[config.mk]
export PLATFORM = sky130hd
export DESIGN_NAME = alu_top
export DESIGN_NICKNAME = d
export VERILOG_FILES = /design/src/rtl/alu_pkg.sv /design/src/rtl/alu_ctrl_if.sv /design/src/rtl/alu_raw_if.sv /design/src/rtl/alu_decode.sv /design/src/rtl/alu_execute.sv /design/src/rtl/alu_result.sv /design/src/rtl/alu_top.sv
export SDC_FILE = /design/constraint.sdc
export NUM_CORES = 1
export LEC_CHECK = 0
export BUFFER_PORTS_ARGS = -buffer_cell sky130_fd_sc_hd__buf_4
export CAP_MARGIN = 5
export CORE_MARGIN = 2
export CORE_UTILIZATION = 50
export DETAILED_ROUTE_END_ITERATION = 8
export HOLD_SLACK_MARGIN = 0.1
export PLACE_DENSITY = 0.75
export SYNTH_ARGS = -nofsm -noshare
export SYNTH_HDL_FRONTEND = slang
export SYNTH_SLANG_ARGS = --single-unit
export TNS_END_PERCENT = 30
[constraint.sdc]
create_clock -name clk -period 8.4 [get_ports clk]
set_input_delay 0.42 -clock clk [delete_from_list [all_inputs] [get_ports clk]]
set_output_delay 0.42 -clock clk [all_outputs]
set_load 0.02 [all_outputs]
[src/rtl/alu_pkg.sv]
//----------------------------------------------------------------------
// ALU shared definitions: operation codes, widths, flag positions
//----------------------------------------------------------------------
package alu_pkg;

    localparam int DATA_W  = 32;    // datapath width
    localparam int FLAGS_W = 8;

    // flag bit positions, bits 5 and 3 always read zero
    localparam int FLAG_S = 7;
    localparam int FLAG_Z = 6;
    localparam int FLAG_H = 4;
    localparam int FLAG_V = 2;
    localparam int FLAG_N = 1;
    localparam int FLAG_C = 0;

    // operation select codes
    localparam logic [5:0] ALU_ADD = 6'd1;
    localparam logic [5:0] ALU_ADC = 6'd2;
    localparam logic [5:0] ALU_SUB = 6'd3;
    localparam logic [5:0] ALU_SBC = 6'd4;
    localparam logic [5:0] ALU_CP  = 6'd5;
    localparam logic [5:0] ALU_AND = 6'd6;
    localparam logic [5:0] ALU_OR  = 6'd7;
    localparam logic [5:0] ALU_XOR = 6'd8;
    localparam logic [5:0] ALU_RLC = 6'd9;
    localparam logic [5:0] ALU_RRC = 6'd10;
    localparam logic [5:0] ALU_RL  = 6'd11;
    localparam logic [5:0] ALU_RR  = 6'd12;
    localparam logic [5:0] ALU_SLA = 6'd13;
    localparam logic [5:0] ALU_SRA = 6'd14;
    localparam logic [5:0] ALU_SLL = 6'd15;
    localparam logic [5:0] ALU_SRL = 6'd16;
    localparam logic [5:0] ALU_BIT = 6'd17;
    localparam logic [5:0] ALU_SET = 6'd18;
    localparam logic [5:0] ALU_RES = 6'd19;
    localparam logic [5:0] ALU_CHG = 6'd20;
    localparam logic [5:0] ALU_SCF = 6'd21;
    localparam logic [5:0] ALU_RCF = 6'd22;
    localparam logic [5:0] ALU_CCF = 6'd23;

    typedef enum logic [5:0] {
        OP_ADD = ALU_ADD, OP_ADC = ALU_ADC, OP_SUB = ALU_SUB, OP_SBC = ALU_SBC,
        OP_CP  = ALU_CP,  OP_AND = ALU_AND, OP_OR  = ALU_OR,  OP_XOR = ALU_XOR,
        OP_RLC = ALU_RLC, OP_RRC = ALU_RRC, OP_RL  = ALU_RL,  OP_RR  = ALU_RR,
        OP_SLA = ALU_SLA, OP_SRA = ALU_SRA, OP_SLL = ALU_SLL, OP_SRL = ALU_SRL,
        OP_BIT = ALU_BIT, OP_SET = ALU_SET, OP_RES = ALU_RES, OP_CHG = ALU_CHG,
        OP_SCF = ALU_SCF, OP_RCF = ALU_RCF, OP_CCF = ALU_CCF
    } alu_op_t;

    // one-hot: bit 0 byte, bit 1 word, bit 2 long; all zero means idle
    typedef logic [2:0] alu_width_t;

    typedef enum logic [2:0] {
        CLS_NONE, CLS_ADD, CLS_SUB, CLS_LOGIC, CLS_SHIFT, CLS_BIT, CLS_FLAG
    } alu_class_t;

endpackage

[src/rtl/alu_ctrl_if.sv]
//----------------------------------------------------------------------
// ALU decoded control, from decode to execute and result
//----------------------------------------------------------------------
`timescale 1ns/100ps

interface alu_ctrl_if;

    alu_pkg::alu_class_t          op_class;
    alu_pkg::alu_op_t             op;
    alu_pkg::alu_width_t          width;
    logic                         valid;       // width nonzero and known select
    logic [alu_pkg::FLAGS_W-1:0]  flag_we;     // one enable per flag bit
    logic                         keep_dout;   // compare, BIT, flag ops

    modport dec (output op_class, op, width, valid, flag_we, keep_dout);

    // execute needs the width for shift end bits
    modport exe (input op_class, op, width);

    modport res (input valid, width, flag_we, keep_dout, op_class);

endinterface

[src/rtl/alu_raw_if.sv]
//----------------------------------------------------------------------
// ALU raw result and carry chain, from execute to result
//----------------------------------------------------------------------
`timescale 1ns/100ps

interface alu_raw_if;

    logic [alu_pkg::DATA_W-1:0] raw;
    logic carry_b;     // out of bit 7
    logic carry_w;     // out of bit 15
    logic carry_l;     // out of bit 31
    logic half;        // H flag value, half carry for add and sub
    logic ovf_b;
    logic ovf_w;
    logic ovf_l;
    logic shift_c;     // new C for shifts and flag ops
    logic bit_z;       // inverted tested bit

    modport exe (output raw, carry_b, carry_w, carry_l, half,
                        ovf_b, ovf_w, ovf_l, shift_c, bit_z);

    modport res (input  raw, carry_b, carry_w, carry_l, half,
                        ovf_b, ovf_w, ovf_l, shift_c, bit_z);

endinterface

[src/rtl/alu_decode.sv]
//----------------------------------------------------------------------
// ALU decode: select to operation class and flag write enables
//----------------------------------------------------------------------
`timescale 1ns/100ps

module alu_decode (
    input  alu_pkg::alu_op_t    sel,
    input  alu_pkg::alu_width_t w,
    alu_ctrl_if.dec             ctrl
);

    logic [alu_pkg::FLAGS_W-1:0] s_m, z_m, h_m, v_m, n_m, c_m, all_m;

    assign s_m   = 8'd1 << alu_pkg::FLAG_S;
    assign z_m   = 8'd1 << alu_pkg::FLAG_Z;
    assign h_m   = 8'd1 << alu_pkg::FLAG_H;
    assign v_m   = 8'd1 << alu_pkg::FLAG_V;
    assign n_m   = 8'd1 << alu_pkg::FLAG_N;
    assign c_m   = 8'd1 << alu_pkg::FLAG_C;
    assign all_m = s_m | z_m | h_m | v_m | n_m | c_m;

    always_comb begin
        ctrl.op_class  = alu_pkg::CLS_NONE;
        ctrl.flag_we   = '0;
        ctrl.keep_dout = 1'b0;
        case (sel)
            alu_pkg::OP_ADD, alu_pkg::OP_ADC: begin
                ctrl.op_class = alu_pkg::CLS_ADD;
                ctrl.flag_we  = all_m;
            end
            alu_pkg::OP_SUB, alu_pkg::OP_SBC, alu_pkg::OP_CP: begin
                ctrl.op_class  = alu_pkg::CLS_SUB;
                ctrl.flag_we   = all_m;
                ctrl.keep_dout = (sel == alu_pkg::OP_CP);   // compare only sets flags
            end
            alu_pkg::OP_AND, alu_pkg::OP_OR, alu_pkg::OP_XOR: begin
                ctrl.op_class = alu_pkg::CLS_LOGIC;
                ctrl.flag_we  = all_m;
            end
            alu_pkg::OP_RLC, alu_pkg::OP_RRC, alu_pkg::OP_RL, alu_pkg::OP_RR,
            alu_pkg::OP_SLA, alu_pkg::OP_SRA, alu_pkg::OP_SLL, alu_pkg::OP_SRL: begin
                ctrl.op_class = alu_pkg::CLS_SHIFT;
                ctrl.flag_we  = all_m;
            end
            alu_pkg::OP_BIT: begin
                ctrl.op_class  = alu_pkg::CLS_BIT;
                ctrl.flag_we   = z_m | h_m | n_m;
                ctrl.keep_dout = 1'b1;
            end
            alu_pkg::OP_SET, alu_pkg::OP_RES, alu_pkg::OP_CHG: begin
                ctrl.op_class = alu_pkg::CLS_BIT;   // flags untouched
            end
            alu_pkg::OP_SCF, alu_pkg::OP_RCF: begin
                ctrl.op_class  = alu_pkg::CLS_FLAG;
                ctrl.flag_we   = c_m | n_m | h_m;
                ctrl.keep_dout = 1'b1;
            end
            alu_pkg::OP_CCF: begin
                ctrl.op_class  = alu_pkg::CLS_FLAG;
                ctrl.flag_we   = c_m | n_m;          // H is kept
                ctrl.keep_dout = 1'b1;
            end
            default: ;
        endcase
    end

    assign ctrl.op    = sel;
    assign ctrl.width = w;
    assign ctrl.valid = (w != 3'b000) && (ctrl.op_class != alu_pkg::CLS_NONE);

endmodule

[src/rtl/alu_execute.sv]
//----------------------------------------------------------------------
// ALU datapath: split adder, logic unit, shifter and bit operations
//----------------------------------------------------------------------
`timescale 1ns/100ps

module alu_execute (
    input  logic [alu_pkg::DATA_W-1:0] op0,
    input  logic [alu_pkg::DATA_W-1:0] op1,
    input  logic                       carry,
    alu_ctrl_if.exe                    ctrl,
    alu_raw_if.exe                     raw
);

    logic                       sub, cin, c0, h, cb, cw, cl;
    logic                       sgn, lin, rin, left;
    logic [alu_pkg::DATA_W-1:0] b, sum, logic_r, shl, shr, bit_m, bit_r;
    logic [8:0]                 ext_b;
    logic [16:0]                ext_w;
    logic [32:0]                ext_l;

    // subtract runs as a + ~b + ~cin, so carries come out as not-borrow
    assign sub = (ctrl.op_class == alu_pkg::CLS_SUB);
    assign cin = carry && (ctrl.op == alu_pkg::OP_ADC || ctrl.op == alu_pkg::OP_SBC);
    assign b   = sub ? ~op1 : op1;
    assign c0  = cin ^ sub;

    assign {h,  sum[3:0]}   = {1'b0, op0[3:0]}   + {1'b0, b[3:0]}   + {4'd0, c0};
    assign {cb, sum[7:4]}   = {1'b0, op0[7:4]}   + {1'b0, b[7:4]}   + {4'd0, h};
    assign {cw, sum[15:8]}  = {1'b0, op0[15:8]}  + {1'b0, b[15:8]}  + {8'd0, cb};
    assign {cl, sum[31:16]} = {1'b0, op0[31:16]} + {1'b0, b[31:16]} + {16'd0, cw};

    // overflow from sign-extended operands at each width
    assign ext_b = {op0[7], op0[7:0]}   + {b[7], b[7:0]}   + {8'd0, c0};
    assign ext_w = {op0[15], op0[15:0]} + {b[15], b[15:0]} + {16'd0, c0};
    assign ext_l = {op0[31], op0}       + {b[31], b}       + {32'd0, c0};

    assign raw.carry_b = cb ^ sub;
    assign raw.carry_w = cw ^ sub;
    assign raw.carry_l = cl ^ sub;
    assign raw.ovf_b   = ext_b[8] ^ ext_b[7];
    assign raw.ovf_w   = ext_w[16] ^ ext_w[15];
    assign raw.ovf_l   = ext_l[32] ^ ext_l[31];

    assign logic_r = (ctrl.op == alu_pkg::OP_AND) ? (op0 & op1) :
                     (ctrl.op == alu_pkg::OP_OR)  ? (op0 | op1) : (op0 ^ op1);

    // one-position shifts, end bits follow the width
    assign sgn  = ctrl.width[0] ? op0[7] : ctrl.width[1] ? op0[15] : op0[31];
    assign left = ctrl.op inside {alu_pkg::OP_RLC, alu_pkg::OP_RL,
                                  alu_pkg::OP_SLA, alu_pkg::OP_SLL};
    assign lin  = (ctrl.op == alu_pkg::OP_RLC) ? sgn :
                  (ctrl.op == alu_pkg::OP_RL)  ? carry : 1'b0;
    assign rin  = (ctrl.op == alu_pkg::OP_RRC) ? op0[0] :
                  (ctrl.op == alu_pkg::OP_RR)  ? carry  :
                  (ctrl.op == alu_pkg::OP_SRA) ? sgn    : 1'b0;
    assign shl  = {op0[30:0], lin};

    always_comb begin
        shr = {1'b0, op0[31:1]};
        if (ctrl.width[0]) begin
            shr[7] = rin;
        end else if (ctrl.width[1]) begin
            shr[15] = rin;
        end else begin
            shr[31] = rin;
        end
    end

    assign bit_m     = 32'd1 << op1[3:0];
    assign bit_r     = (ctrl.op == alu_pkg::OP_SET) ? (op0 | bit_m) :
                       (ctrl.op == alu_pkg::OP_RES) ? (op0 & ~bit_m) : (op0 ^ bit_m);
    assign raw.bit_z = ~op0[op1[3:0]];

    always_comb begin
        raw.raw     = sum;
        raw.half    = h ^ sub;
        raw.shift_c = left ? sgn : op0[0];   // bit that leaves
        case (ctrl.op_class)
            alu_pkg::CLS_LOGIC: begin
                raw.raw  = logic_r;
                raw.half = (ctrl.op == alu_pkg::OP_AND);
            end
            alu_pkg::CLS_SHIFT: begin
                raw.raw  = left ? shl : shr;
                raw.half = 1'b0;
            end
            alu_pkg::CLS_BIT: begin
                raw.raw  = bit_r;
                raw.half = 1'b1;
            end
            alu_pkg::CLS_FLAG: begin
                raw.half    = 1'b0;
                raw.shift_c = (ctrl.op == alu_pkg::OP_SCF) ? 1'b1 :
                              (ctrl.op == alu_pkg::OP_RCF) ? 1'b0 : ~carry;
            end
            default: ;
        endcase
    end

endmodule

[src/rtl/alu_result.sv]
//----------------------------------------------------------------------
// ALU result stage: flags by width, result and flag registers
//----------------------------------------------------------------------
`timescale 1ns/100ps

module alu_result (
    input  logic                        clk,
    input  logic                        rst,
    input  alu_pkg::alu_width_t         w,
    alu_ctrl_if.res                     ctrl,
    alu_raw_if.res                      raw,
    output logic                        carry,
    output logic [alu_pkg::DATA_W-1:0]  dout,
    output logic [alu_pkg::FLAGS_W-1:0] flags,
    output logic [2:0]                  alu_we
);

    logic [alu_pkg::DATA_W-1:0]  mask, rslt;
    logic [alu_pkg::FLAGS_W-1:0] nx;
    logic                        sign, zero, even, cy, ov, arith;

    assign mask = ctrl.width[0] ? 32'h0000_00ff :
                  ctrl.width[1] ? 32'h0000_ffff : 32'hffff_ffff;
    assign rslt = raw.raw & mask;    // zero-extended from the width

    assign sign  = ctrl.width[0] ? rslt[7] : ctrl.width[1] ? rslt[15] : rslt[31];
    assign zero  = (rslt == '0);
    assign even  = ctrl.width[0] ? ~^rslt[7:0] : ~^rslt[15:0];
    assign cy    = ctrl.width[0] ? raw.carry_b : ctrl.width[1] ? raw.carry_w : raw.carry_l;
    assign ov    = ctrl.width[0] ? raw.ovf_b : ctrl.width[1] ? raw.ovf_w : raw.ovf_l;
    assign arith = (ctrl.op_class == alu_pkg::CLS_ADD) || (ctrl.op_class == alu_pkg::CLS_SUB);

    always_comb begin
        nx = '0;
        nx[alu_pkg::FLAG_S] = sign;
        nx[alu_pkg::FLAG_Z] = (ctrl.op_class == alu_pkg::CLS_BIT) ? raw.bit_z : zero;
        nx[alu_pkg::FLAG_H] = raw.half;
        nx[alu_pkg::FLAG_V] = arith ? ov : even;   // parity otherwise
        nx[alu_pkg::FLAG_N] = (ctrl.op_class == alu_pkg::CLS_SUB);
        if (arith) begin
            nx[alu_pkg::FLAG_C] = cy;
        end else if (ctrl.op_class == alu_pkg::CLS_LOGIC) begin
            nx[alu_pkg::FLAG_C] = 1'b0;
        end else begin
            nx[alu_pkg::FLAG_C] = raw.shift_c;
        end
    end

    always_ff @(posedge clk or posedge rst) begin
        if (rst) begin
            dout   <= '0;
            flags  <= '0;
            alu_we <= 3'b000;
        end else begin
            alu_we <= ctrl.valid ? w : 3'b000;
            if (ctrl.valid) begin
                flags <= (flags & ~ctrl.flag_we) | (nx & ctrl.flag_we);
                if (!ctrl.keep_dout) begin
                    dout <= rslt;
                end
            end
        end
    end

    assign carry = flags[alu_pkg::FLAG_C];   // fed back for ADC, SBC, RL, RR, CCF

endmodule

[src/rtl/alu_top.sv]
//----------------------------------------------------------------------
// ALU top level: decode, execute and result stages
//----------------------------------------------------------------------
`timescale 1ns/100ps

module alu_top (
    input  logic                        clk,
    input  logic                        rst,
    input  logic [alu_pkg::DATA_W-1:0]  op0,
    input  logic [alu_pkg::DATA_W-1:0]  op1,
    input  logic [5:0]                  sel,
    input  logic [2:0]                  w,
    output logic [alu_pkg::DATA_W-1:0]  dout,
    output logic [alu_pkg::FLAGS_W-1:0] flags,
    output logic [2:0]                  alu_we
);

    logic carry;   // current C flag

    alu_ctrl_if ctrl_if ();
    alu_raw_if  raw_if ();

    alu_decode u_decode (
        .sel  (alu_pkg::alu_op_t'(sel)),
        .w    (w),
        .ctrl (ctrl_if.dec)
    );

    alu_execute u_execute (
        .op0   (op0),
        .op1   (op1),
        .carry (carry),
        .ctrl  (ctrl_if.exe),
        .raw   (raw_if.exe)
    );

    alu_result u_result (
        .clk    (clk),
        .rst    (rst),
        .w      (w),
        .ctrl   (ctrl_if.res),
        .raw    (raw_if.res),
        .carry  (carry),
        .dout   (dout),
        .flags  (flags),
        .alu_we (alu_we)
    );

endmodule

==> results of run 1 <==
==> power breakdown <==
part | leakage, nW | internal, mW | switching, mW | total [mW]
Sequential | 0.537 | 0.233 | 0.0234 | 0.256
Combinational | 3.63 | 0.273 | 0.374 | 0.647
Clock | 0.0797 | 0.138 | 0.0692 | 0.207
==> cells by family (layout without fill, tap and decap cells) <==
| kind of cell | Yosys count | count (layout) |
|---|---|---|
| xor gates and xnor gates | 70 | 70 |
| AOI/OAI and AO/OA | 330 | 330 |
| muxes | 30 | 30 |
| and+or+nand+nor | 312 | 312 |
| DFF | 41 | 41 |
| adders and majority gates | 144 | 144 |
| buffers and inverters | 142 | 214 |
| other | 1 | 2 |
==> cells in the final DEF, fill, tap and decap left out, drive strengths merged, types with 8 or more instances in the layout <==
cell type and n:
a211oi 24, a21o 21, a21oi 85, a221oi 15, and2 14, buf 131
dfrtp 41, fa 8, ha 135, inv 76, mux2 17, mux2i 8
nand2 140, nand3 24, nand4 10, nor2 68, nor3 18, o211ai 16
o21ai 88, o221ai 14, o22ai 17, xnor2 59, xor2 11
==> how the worst max path moves through the flow <==
stage,from,end,cells past startpoint
CTS,sel[0],flip-flop,32
global route,sel[0],flip-flop,32
floorplan,sel[3],flip-flop,32
global placement,sel[0],flip-flop,32
detailed placement,sel[0],flip-flop,32
finish,sel[0],flip-flop,32
==> worst max-delay path: cells and delay by family <==
| kind | cells | cell delay (ps) |
|---|---|---|
| adder cells (fa/ha/maj) | 8 | 3230 |
| AO/OA/AOI/OAI | 10 | 2120 |
| buffers and inverters | 2 | 260 |
| AND/OR/NAND/NOR | 10 | 1660 |
| XOR/XNOR | 2 | 290 |
==> synthesized netlist by cell type, types with 4 or more instances <==
library cell	instances	area, um2
o22ai_1	17	106.4
a221oi_1	15	131.4
fa_1	8	160.2
buf_1	7	26.28
inv_1	76	285.3
a21boi_0	4	30.03
a21oi_1	85	425.4
o21ai_0	86	430.4
nand2_1	140	525.5
nor2_1	66	247.7
nor3_1	18	90.09
a22oi_1	4	30.03
buf_4	5	37.54
nand4_1	10	62.56
a21o_1	21	157.7
mux2_2	17	191.4
xor2_1	11	96.34
o221a_2	4	45.04
xnor2_1	59	516.8
buf_2	4	20.02
and2_1	14	87.58
nand2b_1	4	25.02
and3_1	6	37.54
nand3_1	24	120.1
o221ai_1	14	122.6
mux2i_1	8	80.08
or3_1	7	43.79
clkbuf_1	48	180.2
mux4_2	5	112.6
o211ai_1	16	120.1
dfrtp_1	41	1026
nor2b_1	7	43.79
a211oi_1	24	180.2
o31ai_1	7	52.55
a211o_1	4	35.03
ha_1	135	1689
==> final cells by class <==
class	count	area, um2	area share
multi-input combinational	888	6424	0.7021
sequential	41	1026	0.1121
timing repair buffer	131	983.4	0.1075
inverter	76	285.3	0.03118
tap	216	270.3	0.02954
clock buffer	5	125.1	0.01368
clock inverter	2	35.03	0.003829
==> per-stage QoR <==
stage,hold slack (ps),total power [mW]
floorplan,548.6,0.6778
global route,314.3,1.187
CTS,280.3,1.101
detailed placement,464.9,0.8920
global placement,461.2,0.8811
finish,255.4,1.110
==> per-layer routing <==
metal	up-vias	GRT usage
met5	-	0
met3	44	0.04642
li1	3965	-
met2	488	0.4712
met4	0	0.06133
met1	3984	0.4676
==> summary.md, run 1 <==
| Metric | Value |
|---|---|
| Status | `complete, no violations` |
| Startpoint Class | `input pin` |
| Mux contribution to synthesized area | `0.04801` |
| Max Freq | `128.2 MHz` |
| M1 wire length | `roughly 12000 um` |
| Gr ovfl total | `0` |
| Post-route setup slack | `601.8 ps` |
| WL met3 | `2897 um` |
| Via count | `~8500` |
| Yosys reg bits | `41` |
| Fraction of layout cells with a size suffix above 1 | `0.1575` |
| Period utilization | `0.9284` |
| Slew headroom | `0.2016` |
| Top Layer Used | `met4` |
| Slew at the pin closest to its max-slew limit | `~1200 ps` |
| First-pass GRT wire length | `41950 um` |
| CP Capture Type | `flip-flop` |
| Post-CTS Setup Repair Bufs | `0` |
| Post-CTS Resized | `0` |
| CTS tree | `built` |
| Drt initial violations | `approximately 900` |
| Post-route cell area | `0.009149 mm2` |
| Placer Congestion | `0.9875` |
| Fin Setup TNS | `0 ps` |
| CP arrival | `8010 ps` |
| Compound-Gate Fraction of Synth Area | `0.2652` |
| Max cap viols | `0` |
| Initial core utilization | `0.5074` |
| DP Wirelength | `20690 um` |
| Clk_skew | `2.200 ps` |
| Residual DRC | `0` |
| CP required | `8610 ps` |
| Final hold vios | `0` |
| Xor/xnor share of the synthesized area | `0.07662` |
| Most common cell type on the critical path | `fa_1` |
| Max Slew Vio Count | `0` |
| Critical Path Fanout Max | `25` |
| Synth Warn # | `0` |
| Port Buffer Count | `115` |
| Adder-cell share of the synthesized area | `0.2324` |
| Largest family of logic cells by synthesized area | `compound AO/OA/AOI/OAI gates` |
| Asr flop ratio synth | `1.000` |
| Crit Path Category | `in2reg` |
| Gr usage total | `0.3105` |
| LEAKAGE | `about 4.3 nW` |
| Top_reg_cell synth | `dfrtp_1` |
| Minimum clock period after layout | `7798 ps` |
| Fin nets | `between 1000 and 1500` |
| Worst slack, placed | `511.1 ps` |
| Clock latency on the worst-skew pair | `280 ps` |
| Detailed-route wire length per cell | `19.51 um` |
| IO Pins | `between 100 and 150` |
| R2R depth | `29` |
| Vias in the first global route | `7601` |
| CTS Buf Count | `5` |
| Drt pass-1 iters | `6` |
| Die W | `between 100 and 150 um` |
| Post-CTS Hold Fix Bufs | `0` |
| Hold Path Class | `in2async` |
| Max H-tree Level | `2` |
| Post-Place Cell Area | `0.008989 mm2` |
| Sequential element share of the synthesized area | `0.1282` |
| Routed Antenna Nets | `0` |
| Clock-pin slew on the worst setup and hold paths | `60 ps` |
| DR vias/cell | `6.241` |
| Clock buffer depth | `2` |
| Post-Layout Cell Count | `around 1400` |
| Cell total after placement | `1352` |
| RSZ-0062 raised after global routing | `false` |
| Simple-Gate Fraction of Synth Area | `0.1776` |
| Pwr dens | `121.3 mW/mm2` |
| Fin util | `0.5801` |
| Layout area overhead | `14.34%` |
| Worst-case vdd ir drop | `around 89 uV` |
| Distinct cell type count after synthesis | `67` |
| Clock sink total | `41` |
| Die Y | `130.5 um` |
| Final setup viols | `0` |
| Post-Syn Instances | `1070` |
| Row Count | `46` |
| FILL cells | `approximately 1500` |
| Met2 wire len | `11200 um` |
| Final antenna diode count | `0` |
| Slowest cell delay on critical path | `480 ps` |
| Syn Area/Cell | `7.478 um2` |
| CTS root buf | `clkbuf_16` |
| Pin count of the biggest net entering global routing | `54` |
| WL final | `roughly 27000 um` |
| Flop2flop setup slack | `around 1100 ps` |
| Cell area after synthesis | `about 0.0080 mm2` |
| Die area | `~0.017 mm2` |
| Core area | `between 0.015 and 0.02 mm2` |
| Initial antenna violation count | `0` |
| Number of synthesized flops with an enable pin | `0` |
| Crit-path slowest cell | `or4_1` |
No activity file was read; power rests on OpenSTA's default activity.
==> inputs of run 2 (changes only) <==
CORE_ASPECT_RATIO = 0.7   (was default)
MAX_ROUTING_LAYER = met4   (was default)
SETUP_SLACK_MARGIN = 0.4   (was default)
==> run 2 against run 1 <==
- via count is 1.7% higher
- final area hardly changed
- hold slack better by 20 ps
- first-iteration DRC count is 18% higher
- combinational power is 3.4% higher
- routed wire length is 10% higher
- die area hardly changed
- global-route usage is 4.1 points higher
- critical path depth is 2 lower
- critical path type unchanged
- largest power group unchanged
==> summary.md, run 2 (synthesized netlist as in run 1, its figures left out) <==
| Metric | Value |
|---|---|
| Status | `complete, no violations` |
| Most common cell type on the critical path | `fa_1` |
| Layout area overhead | `14.39% (about the same)` |
| Die W | `155.2 um (+19%)` |
| Drt pass-1 iters | `7 (+1)` |
| Pint | `653.4 uW (+1.5%)` |
| Crit path buf inv count | `2 (unchanged)` |
| Max Slew Vio Count | `0 (unchanged)` |
| Pwr dens | `126.4 mW/mm2 (+4.2%)` |
| Die area | `0.01705 mm2 (about the same)` |
| Sw frac | `0.4351 (+0.01489)` |
| Row Count | `38 (-17%)` |
| R2R depth | `29 (unchanged)` |
| Share of power burned in registers | `0.225 (-0.006)` |
| Residual DRC | `0 (unchanged)` |
| Slowest cell delay on critical path | `510 ps (+30 ps)` |
| Clk_skew | `4.241 ps (+2.041 ps)` |
| CP Capture Type | `flip-flop` |
| Commonest non-fill, non-tap cell in the layout | `nand2_1` |
| CP arrival | `7790 ps (-220 ps)` |
| CP required | `8630 ps (+20 ps)` |
| Hold Path Class | `in2async` |
| Fin Setup TNS | `0 ps (unchanged)` |
| Clock sink total | `41 (unchanged)` |
| DP Wirelength | `22160 um (+7.1%)` |
| Core area | `0.01560 mm2 (-1.1%)` |
| Clock power frac | `0.196 (+0.010)` |
| Gr usage total | `0.3520 (+0.04144)` |
| Slew at the pin closest to its max-slew limit | `1372 ps (+178.4 ps)` |
| Flop2flop setup slack | `1070 ps (+20 ps)` |
| Clock latency on the worst-skew pair | `290 ps (about the same)` |
| Placer Congestion | `1.047 (+6.0%)` |
| WL final | `29200 um (+10%)` |
| Startpoint Class | `input pin` |
| Period utilization | `0.9001 (-0.02826)` |
| Worst-case vdd ir drop | `158.9 uV (+78%)` |
| Net load switching power | `503.2 uW (+7.9%)` |
| LEAKAGE | `4.257 nW (+0.13%)` |
| DR vias/cell | `6.424 (+2.9%)` |
| Fraction of layout cells with a size suffix above 1 | `0.1592 (+0.001750)` |
| Routed Antenna Nets | `0 (unchanged)` |
| Drt initial violations | `1082 (+18%)` |
| Max cap viols | `0 (unchanged)` |
| WHS | `275.1 ps (+19.75 ps)` |
| Crit-path slowest cell | `or4_1` |
| Commonest non-fill, non-tap cells in the layout | `nand2_1, ha_1, buf_4` |
| CTS root buf | `clkbuf_16` |
| Detailed-route wire length per cell | `21.74 um (+11%)` |
| Final antenna diode count | `0 (unchanged)` |
| Die Y | `109.8 um (-16%)` |
| Via count | `8628 (+1.7%)` |
| Vias in the first global route | `7681 (+1.1%)` |
| Clock buffer depth | `2 (unchanged)` |
| Final setup viols | `0 (unchanged)` |
| Port Buffer Count | `115 (unchanged)` |
| Critical Path Fanout Max | `14 (-44%)` |
| Minimum clock period after layout | `7561 ps (-237.4 ps)` |
| Crit-path leading delay family | `adder cells` |
| Critical path origin | `sel[3]` |
| Crit Path Category | `in2reg` |
| Max Freq | `132.3 MHz (+3.1%)` |
| Fin util | `0.5869 (+0.006757)` |
| CTS tree | `built` |
| IO Pins | `118 (unchanged)` |
| Comb pwr share | `0.579 (-0.004)` |
| Initial antenna violation count | `0 (unchanged)` |
| Final hold vios | `0 (unchanged)` |
| Fin nets | `1360 (-0.073%)` |
| Pin count of the biggest net entering global routing | `54 (unchanged)` |
| Clock-pin slew on the worst setup and hold paths | `60 ps (about the same)` |
| RSZ-0062 raised after global routing | `false` |
| First-pass GRT wire length | `44770 um (+6.7%)` |
| Gr ovfl total | `0 (unchanged)` |
| CTS Buf Count | `5 (unchanged)` |
| Max H-tree Level | `2 (unchanged)` |
| Slew headroom | `0.08165 (-0.1199)` |
| Post-CTS Setup Repair Bufs | `0 (unchanged)` |
| Initial core utilization | `0.5131 (+0.005699)` |
==> run 2: timing repair <==
item | in CTS | in global routing
gates resized for setup | 0 | 4
hold buffers | 0 | 0
endpoints found under the setup margin | 0 | 1
==> run 2: worst max path at each step <==
stage / slack (ps) / cells past startpoint / to
2_1_floorplan: 480 / 32 / flip-flop
3_3_place_gp: 750 / 32 / flip-flop
3_5_place_dp: 500 / 32 / flip-flop
4_1_cts: 720 / 32 / flip-flop
5_1_grt: 430 / 32 / flip-flop
6_report: 840 / 30 / flip-flop
==> run 2: worst min-delay path: cells and delay by family <==
kind	cells	cell delay, ps
buffers and inverters	3	590
==> run 2: power by group through the flow <==
stage,Combinational (mW),Clock (mW),Sequential [mW]
2_1_floorplan,0.382,0,0.296
3_3_place_gp,0.637,0,0.262
3_5_place_dp,0.646,0,0.261
4_1_cts,0.652,0.228,0.260
5_1_grt,0.722,0.237,0.264
6_report,0.669,0.227,0.261
==> run 2: routing by layer <==
layer	track usage	vias to the layer above	part of all wire
met5	-	-	0
met4	0.04915	0	0.011
met3	0.1112	28	0.15
li1	-	3969	-
met1	0.5407	4056	0.47
met2	0.4448	575	0.37
==> run 2: final cells by class <==
cell class	instances	area [um2]
clock buffers	6	138.9
inverters	76	285.3
fillers	1488	6442
flip-flops and latches	41	1026
well taps	200	250.2
clock inverters	2	37.54
multi-input cells	888	6435
repair buffers	130	979.7
==> run 2: metrics by stage <==
step	cells	worst slack [ps]	power [mW]	cell area, um2
2_1_floorplan	1071	481.4	0.6779	8006
3_3_place_gp	1335	750.7	0.8994	8964
3_5_place_dp	1335	500.9	0.9064	8964
4_1_cts	1343	719.3	1.140	9140
5_1_grt	1343	432.2	1.224	9153
6_report	1343	839.2	1.157	9153
